$ cat config.mk
export PLATFORM = sky130hd
export DESIGN_NAME = mips_control
export DESIGN_NICKNAME = d
export VERILOG_FILES = /design/src/hw/mips_pkg.sv /design/src/hw/mips_control.sv
export VERILOG_INCLUDE_DIRS = /design/src /design/src/hw
export SDC_FILE = /design/constraint.sdc
export NUM_CORES = 1
export LEC_CHECK = 0
export CORE_MARGIN = 5
export CORE_UTILIZATION = 45
export CTS_CLUSTER_SIZE = 24
export DETAILED_ROUTE_END_ITERATION = 12
export DONT_BUFFER_PORTS = 1
export SYNTH_ARGS = -nofsm -noshare
export SYNTH_HDL_FRONTEND = slang
export SYNTH_SLANG_ARGS = --single-unit
$ cat constraint.sdc
create_clock -name clk -period 4.7 [get_ports clk]
set_input_delay 0.235 -clock clk [delete_from_list [all_inputs] [get_ports clk]]
set_output_delay 0.235 -clock clk [all_outputs]
set_load 0.02 [all_outputs]
$ cat src/hw/mips_defs.svh
// MIPS core definitions, widths, memory depths and the address map
`ifndef MIPS_DEFS_SVH
`define MIPS_DEFS_SVH

// Data path and address width
`define MIPS_XLEN 32

// Register index width, 32 GPRs
`define MIPS_REG_AW 5

// Boot address, also the base of the program ROM
`define MIPS_RESET_PC 32'h0040_0000

// Memory depths in 32-bit words
`define MIPS_ROM_WORDS 64
`define MIPS_RAM_WORDS 64

// Data segment base and the GPIO data register just past the RAM
`define MIPS_RAM_BASE 32'h1001_0000
`define MIPS_GPIO_ADDR 32'h1001_0100

// Link register for jal
`define MIPS_RA_REG 31

`endif

$ cat src/hw/mips_pkg.sv
// MIPS core package with the instruction encodings, FSM states and datapath select types
`include "mips_defs.svh"

package mips_pkg;

    typedef logic [`MIPS_XLEN-1:0]   word_t;
    typedef logic [`MIPS_REG_AW-1:0] reg_idx_t;

    // Primary opcode field, IR[31:26]
    typedef enum logic [5:0] {
        OP_RTYPE = 6'h00, OP_J   = 6'h02, OP_JAL = 6'h03,
        OP_BEQ   = 6'h04, OP_BNE = 6'h05, OP_ADDI = 6'h08,
        OP_ORI   = 6'h0d, OP_LW  = 6'h23, OP_SW  = 6'h2b
    } opcode_e;

    // R-type function field, IR[5:0]
    typedef enum logic [5:0] {
        F_SLL = 6'h00, F_SRL = 6'h02, F_JR  = 6'h08, F_ADD = 6'h20,
        F_SUB = 6'h22, F_AND = 6'h24, F_OR  = 6'h25, F_SLT = 6'h2a
    } funct_e;

    typedef enum logic [3:0] {
        ALU_ADD, ALU_SUB, ALU_AND, ALU_OR, ALU_SLT, ALU_SLL, ALU_SRL
    } alu_op_e;

    typedef enum logic [3:0] {
        S_FETCH, S_DECODE, S_EXEC, S_MEM_ADDR, S_MEM_READ,
        S_MEM_WRITE, S_WB_ALU, S_WB_MEM, S_BRANCH, S_JUMP
    } ctrl_state_e;

    typedef enum logic       {SRC_A_PC, SRC_A_REG} src_a_e;
    typedef enum logic [1:0] {SRC_B_REG, SRC_B_FOUR, SRC_B_IMM, SRC_B_IMM_SH2} src_b_e;
    typedef enum logic [1:0] {PC_SRC_ALU, PC_SRC_ALUOUT, PC_SRC_JUMP, PC_SRC_REG_A} pc_src_e;
    typedef enum logic [1:0] {DST_RT, DST_RD, DST_RA} reg_dst_e;
    typedef enum logic [1:0] {WB_ALUOUT, WB_MDR, WB_PC} wb_src_e;

endpackage

$ cat src/hw/mips_control.sv
// Multicycle MIPS control FSM, steps each instruction and drives datapath enables and selects
`timescale 1ns/1ns

module mips_control
    import mips_pkg::*;
(
    input  logic     clk,
    input  logic     rst,
    input  opcode_e  opcode,
    input  funct_e   funct,
    input  logic     zero,          // ALU result was zero, used for branches
    output logic     pc_write,
    output logic     ir_write,
    output logic     mdr_write,
    output logic     ab_write,
    output logic     aluout_write,
    output logic     reg_write,
    output logic     mem_write,
    output logic     addr_from_alu, // Memory address from ALU out, else PC
    output src_a_e   src_a_sel,
    output src_b_e   src_b_sel,
    output pc_src_e  pc_src_sel,
    output reg_dst_e reg_dst_sel,
    output wb_src_e  wb_src_sel,
    output alu_op_e  alu_op
);

    ctrl_state_e state, state_next;
    alu_op_e     funct_op;          // ALU operation for the R-type funct
    logic        funct_ok;          // Funct is an ALU R-type we execute
    logic        branch_taken;

    // R-type funct decode, jr is steered by DECODE and never reaches EXEC
    always_comb begin
        funct_ok = 1'b1;
        case (funct)
            F_ADD:   funct_op = ALU_ADD;
            F_SUB:   funct_op = ALU_SUB;
            F_AND:   funct_op = ALU_AND;
            F_OR:    funct_op = ALU_OR;
            F_SLT:   funct_op = ALU_SLT;
            F_SLL:   funct_op = ALU_SLL;
            F_SRL:   funct_op = ALU_SRL;
            default: begin
                funct_op = ALU_ADD;
                funct_ok = 1'b0;
            end
        endcase
    end

    assign branch_taken = (opcode == OP_BEQ) ? zero : !zero; // bne on non-zero

    always_ff @(posedge clk) begin
        if (rst) state <= S_FETCH;
        else     state <= state_next;
    end

    // Next state
    always_comb begin
        state_next = S_FETCH;
        case (state)
            S_FETCH:  state_next = S_DECODE;
            S_DECODE: begin
                case (opcode)
                    OP_RTYPE: begin
                        if (funct == F_JR) state_next = S_JUMP;
                        else if (funct_ok) state_next = S_EXEC;
                    end
                    OP_ADDI, OP_ORI: state_next = S_EXEC;
                    OP_LW, OP_SW:    state_next = S_MEM_ADDR;
                    OP_BEQ, OP_BNE:  state_next = S_BRANCH;
                    OP_J, OP_JAL:    state_next = S_JUMP;
                    default:         state_next = S_FETCH; // Unknown opcode, skip it
                endcase
            end
            S_EXEC:     state_next = S_WB_ALU;
            S_MEM_ADDR: state_next = (opcode == OP_LW) ? S_MEM_READ : S_MEM_WRITE;
            S_MEM_READ: state_next = S_WB_MEM;
            default:    state_next = S_FETCH; // Writeback, store, branch and jump end here
        endcase
    end

    // State outputs
    always_comb begin
        pc_write      = 1'b0;
        ir_write      = 1'b0;
        mdr_write     = 1'b0;
        ab_write      = 1'b0;
        aluout_write  = 1'b0;
        reg_write     = 1'b0;
        mem_write     = 1'b0;
        addr_from_alu = 1'b0;
        src_a_sel     = SRC_A_PC;
        src_b_sel     = SRC_B_FOUR;
        pc_src_sel    = PC_SRC_ALU;
        reg_dst_sel   = DST_RT;
        wb_src_sel    = WB_ALUOUT;
        alu_op        = ALU_ADD;
        case (state)
            S_FETCH: begin           // IR <- mem[PC], PC <- PC + 4
                ir_write = 1'b1;
                pc_write = 1'b1;
            end
            S_DECODE: begin          // Operands in, branch target into ALU out
                ab_write     = 1'b1;
                aluout_write = 1'b1;
                src_b_sel    = SRC_B_IMM_SH2;
            end
            S_EXEC: begin
                aluout_write = 1'b1;
                src_a_sel    = SRC_A_REG;
                if (opcode == OP_RTYPE) begin
                    src_b_sel = SRC_B_REG;
                    alu_op    = funct_op;
                end else begin
                    src_b_sel = SRC_B_IMM;
                    alu_op    = (opcode == OP_ORI) ? ALU_OR : ALU_ADD;
                end
            end
            S_MEM_ADDR: begin        // Effective address = rs + offset
                aluout_write = 1'b1;
                src_a_sel    = SRC_A_REG;
                src_b_sel    = SRC_B_IMM;
            end
            S_MEM_READ: begin
                addr_from_alu = 1'b1;
                mdr_write     = 1'b1;
            end
            S_MEM_WRITE: begin
                addr_from_alu = 1'b1;
                mem_write     = 1'b1;
            end
            S_WB_ALU: begin
                reg_write   = 1'b1;
                reg_dst_sel = (opcode == OP_RTYPE) ? DST_RD : DST_RT;
            end
            S_WB_MEM: begin
                reg_write  = 1'b1;
                wb_src_sel = WB_MDR;
            end
            S_BRANCH: begin          // Compare rs and rt, target already in ALU out
                src_a_sel  = SRC_A_REG;
                src_b_sel  = SRC_B_REG;
                alu_op     = ALU_SUB;
                pc_src_sel = PC_SRC_ALUOUT;
                pc_write   = branch_taken;
            end
            S_JUMP: begin
                pc_write    = 1'b1;
                pc_src_sel  = (opcode == OP_RTYPE) ? PC_SRC_REG_A : PC_SRC_JUMP;
                reg_write   = (opcode == OP_JAL);  // Link, PC already holds PC + 4
                reg_dst_sel = DST_RA;
                wb_src_sel  = WB_PC;
            end
            default: ;
        endcase
    end

endmodule

# Word-level counts from Yosys, hierarchy flattened
# Cells that the tools add are included.
dict set report op_classes {
  reduce_logical 14
  muxes 27
  eq_ne 24
}
# operator count
set op_table {}
lappend op_table {{== test 6 bit (second input constant)} 7}
lappend op_table {{case mux 4 bit (5 select lines)} 2}
lappend op_table {{== test 6 x 2 -> 1 bit (second input constant)} 3}
lappend op_table {{== test 6 x 4 -> 1 bit (second input constant)} 3}
lappend op_table {{case mux 3 bit (6 select lines)} 1}
lappend op_table {{== test 4 x 3 -> 1 bit (second input constant)} 4}
lappend op_table {{OR reduction 2 bit} 7}
lappend op_table {{== test 6 x 3 -> 1 bit (second input constant)} 2}
lappend op_table {{zero test 6 bit} 2}
lappend op_table {{2-to-1 mux 1 bit} 12}
lappend op_table {{case mux 2 bit (2 select lines)} 3}
lappend op_table {{== test 4 x 2 -> 1 bit (second input constant)} 2}
lappend op_table {{== test 4 bit (second input constant)} 2}
lappend op_table {{2-to-1 mux 4 bit} 2}
lappend op_table {{case mux 2 bit (4 select lines)} 1}
lappend op_table {{case mux 4 bit (2 select lines)} 1}
lappend op_table {{OR reduction 7 bit} 1}
lappend op_table {{2-to-1 mux 2 bit} 3}
lappend op_table {{OR reduction 3 bit} 2}
lappend op_table {{== test 4 x 1 -> 1 bit (second input constant)} 1}
lappend op_table {{zero test 4 bit} 1}
lappend op_table {{case mux 1 bit (2 select lines)} 2}
lappend op_table {{zero test 1 bit} 1}
dict set report word_totals {
  wordCells 66
  reg_bits 4
  input_bits 15
  out_inout_bits 21
}

# Logic depth before layout (Yosys ltp)
dict set report depth {
  ltp_word 7
  depth_mapped 5
  ltp_nobuf 4
}

# Worst setup path after synthesis
# Ideal clock, no wire load.
dict set report synth_timing {
  path_type {input to output}
  start {in opcode[4]}
  end {out alu_op[1]}
  arrival_time_ns 1.986
  path_stages 4
  slack_ns 2.479
  required_time_ns 4.465
  n_path_buf 0
  path_cell_list {or4_4 -> or4_4 -> or4_4 -> o21ai_1}
}
dict set report synth_via {
  elab_chain_cells 4
  word_cells_on_any_way 5
  classes_between {1 x eq/ne; 3 x mux; 1 x reduce/logical}
}
# item line_no
set synth_lines {}
lappend synth_lines {{start: declaration} mips_control.sv:9} ;# input opcode_e opcode,
lappend synth_lines {{== test 6 x 4 -> 1 bit} mips_control.sv:117} ;# alu_op = (opcode == OP_ORI) ? ALU_OR : ALU_ADD;
lappend synth_lines {{2-to-1 mux 2 bit} mips_control.sv:117}
lappend synth_lines {{2-to-1 mux 4 bit *} mips_control.sv:112} ;# if (opcode == OP_RTYPE) begin
lappend synth_lines {{case mux 4 bit (2 select lines) *} mips_control.sv:99} ;# case (state)
lappend synth_lines {{end: declaration} mips_control.sv:25} ;# output alu_op_e alu_op
# Mark *: on every way between the ends. The rest lies on a longest branch, timed or not.

# Final worst setup path
# Ends and elaborated chain as after synthesis.

==> flow_metrics.env <==
export IMPL_run_status="finished clean"
export IMPL_cts_setup_buffers=0
export IMPL_routed_wl_um=1560
export IMPL_yosys_area_share_adder_pct=0
export IMPL_ys_seq_area_share_pct=13.5
export IMPL_ant_nets=0
export IMPL_ys_flop_type="dfxtp_1"
export IMPL_period_share_pct=48.0
export IMPL_synth_cell_type_count=38
export IMPL_rrSetupSlack_ps=2940
export IMPL_grt_pass1_wl_um=2570
export IMPL_cts_root_buffer="clkbuf_4"
export IMPL_drc=0
export IMPL_synth_edff_count=0
export IMPL_finalSetupViolations=0
export IMPL_syn_to_final_growth_pct=0.633
export IMPL_core_region_area_um2=1270
export IMPL_yosysWarnings=0
export IMPL_holdCritPathClass="input pin to register"
export IMPL_reg_top3="state: 4 flops"
export IMPL_regArea_um2=80.1
export IMPL_grt_start_max_net_pins=13
export IMPL_n_antenna_cell=0
export IMPL_post_place_cells=95
export IMPL_stdcell_count=98
export IMPL_skew_ps=3.75
export IMPL_start_util_pct=46.7
export IMPL_cts_tree="done"
export IMPL_syn_area_um2=593
export IMPL_row_count=13
export IMPL_dieArea_um2=2140
export IMPL_num_nets_final=100
export IMPL_cts_sinks=4
export IMPL_die_h_um=46.3
export IMPL_synth_top_family_by_area="simple AND/OR/NAND/NOR gates"
export IMPL_finalCriticalPeriod_ps=2260
export IMPL_ctsResizeCount=0
export IMPL_firstDrtPassIters=5
export IMPL_drt_iter0_markers=23
export IMPL_cp_arrival_ps=2020
export IMPL_grt_use_total_pct=16.8
export IMPL_cts_hold_buf=0
export IMPL_hold_viol=0
export IMPL_relSlewSlack_pct=27.8
export IMPL_netlist_instances=87
export IMPL_synthSimpleGateAreaFrac_pct=47.0
export IMPL_drv_cap=0
export IMPL_end_kind="output pin"
export IMPL_synth_xor_area_share_pct=7.38
export IMPL_hp_start="rst"
export IMPL_r2r_end="state[1]$_SDFF_PP0_"
export IMPL_finalSetupTns_ps=0
export IMPL_start_kind="input pin"
export IMPL_dpl_hpwl_um=1280
export IMPL_ys_seq_elements=4
export IMPL_path_class="input pin to output pin"
export IMPL_wl_per_cell_um=15.9
export IMPL_ys_async_sr_fraction_pct=0
export IMPL_gp_congestion=0.737
export IMPL_largest_reg_flops=4
export IMPL_crit_required_ps=4470
export IMPL_maxSlewViolCount=0
export IMPL_max_freq_mhz=443
export IMPL_routed_via_count=627
export IMPL_vias_per_cell=6.40
export IMPL_fillCellCount=141
export IMPL_synth_compound_area_share_pct=21.9
export IMPL_finalWorstSetupSlack_ps=2440
export IMPL_min_to="state[2]$_SDFF_PP0_"
export IMPL_hold_depth=1
export IMPL_power_density_nw_per_um2=207
export IMPL_cts_made_buffers=3
export IMPL_io_pins=36
export IMPL_multiInputGateArea_um2=457
export IMPL_largest_register="state"
export IMPL_placed_cell_area_um2=574
export IMPL_rsz0062_at_grt="false"
export IMPL_antenna_found_initial=0
export IMPL_synthMuxAreaShare_pct=0
export IMPL_pre_cts_ws_ps=2440
export IMPL_clock_path_buffers=2
export IMPL_overflow=0
export IMPL_synth_fp_nets=102
export IMPL_drive_above_1_share_pct=14.5
export IMPL_cp_startpoint="opcode[4]"
export IMPL_synth_avg_cell_area_um2=6.82
export IMPL_clock_latency_ps=240
export IMPL_port_buffers=0
export IMPL_final_area_um2=597
export IMPL_clkTransAtPathRegs_ps=40
export IMPL_leakage_nw=0.216
export IMPL_grt_pass1_vias=545
export IMPL_regToRegStartpoint="state[0]$_SDFF_PP0_"
export IMPL_reg2reg_depth=4
export IMPL_htreeDepth=1
export IMPL_cp_max_fo=4
export IMPL_irDropWorstVdd_v=0.000115
export IMPL_tightestPinTransition_ps=1080
export IMPL_die_w_um=46.3
## stage by stage
| stage | util [%] | hold slack (ps) | total power [W] |
|---|---|---|---|
| after floorplan | - | 304 | 0.0000756 |
| after global placement | 45.3 | 311 | 0.0000798 |
| after detailed placement | 45.3 | 312 | 0.0000799 |
| after CTS | 47.0 | 57.9 | 0.000126 |
| after global routing | 47.0 | 71.6 | 0.000134 |
| final | 47.0 | 66.1 | 0.000124 |
## cell type report
type                       instances  area share (%)
clock buffer                       3            3.77
tap                               15            3.14
sequential                         4            13.4
inverter                           5            3.14
multi-input combinational         71            76.5
## logic make-up (layout without fill, tap and decap cells)
| kind of cell | after synthesis | in the layout |
|---|---|---|
| DFF | 4 | 4 |
| AOI/OAI and AO/OA | 17 | 17 |
| and+or+nand+nor | 48 | 48 |
| buffers and inverters | 12 | 8 |
| other | 1 | 1 |
| xor gates and xnor gates | 5 | 5 |
## worst max-delay path, cell delays in order
cell,delay [ps]
or4_4,530
or4_4,440
or4_4,440
o21ai_1,380
## worst max-delay path by stage
stage / endpoint / cells after the start
finish: alu_op[1] / 4
global route: alu_op[1] / 3
CTS: alu_op[1] / 4
detailed placement: alu_op[1] / 4
global placement: alu_op[1] / 4
floorplan: alu_op[1] / 4
## synthesized netlist by cell type (2+ instances only)
library cell   n  area (um^2)
dfxtp_1        4         80.1
nand2b_1       4         25.0
a21oi_1        3         15.0
clkbuf_1       4         15.0
nor4_1         3         18.8
or4_4          3         33.8
o32ai_1        2         17.5
buf_4          3         22.5
a31oi_1        2         12.5
or4_1          2         15.0
nor2b_1        2         12.5
xor2_1         3         26.3
nor2_1        12         45.0
nor3_1         4         20.0
nand2_1        8         30.0
inv_1          5         18.8
xnor2_1        2         17.5
## layer usage
metal | wire [um] | global-route usage (%)
met5 | 0 | 0
met4 | 24 | 10.2
met3 | 134 | 4.30
met2 | 766 | 24.7
met1 | 630 | 21.4
## cells in the final DEF, fill, tap and decap left out, types with 3 or more instances in the layout
cell type,synthesis,layout
inv_1,5,5
clkbuf_4,0,3
or4_4,3,3
xor2_1,3,3
dfxtp_1,4,4
nor4_1,3,3
nand2b_1,4,4
a21oi_1,3,3
nor3_1,4,4
nor2_1,12,12
nand2_1,8,8
## power breakdown
group           total, W  switching (W)  internal, W
sequential     0.0000409     0.00000496    0.0000359
combinational  0.0000386      0.0000259    0.0000127
clock          0.0000444      0.0000157    0.0000287
Power figures use the tool's default switching activity.
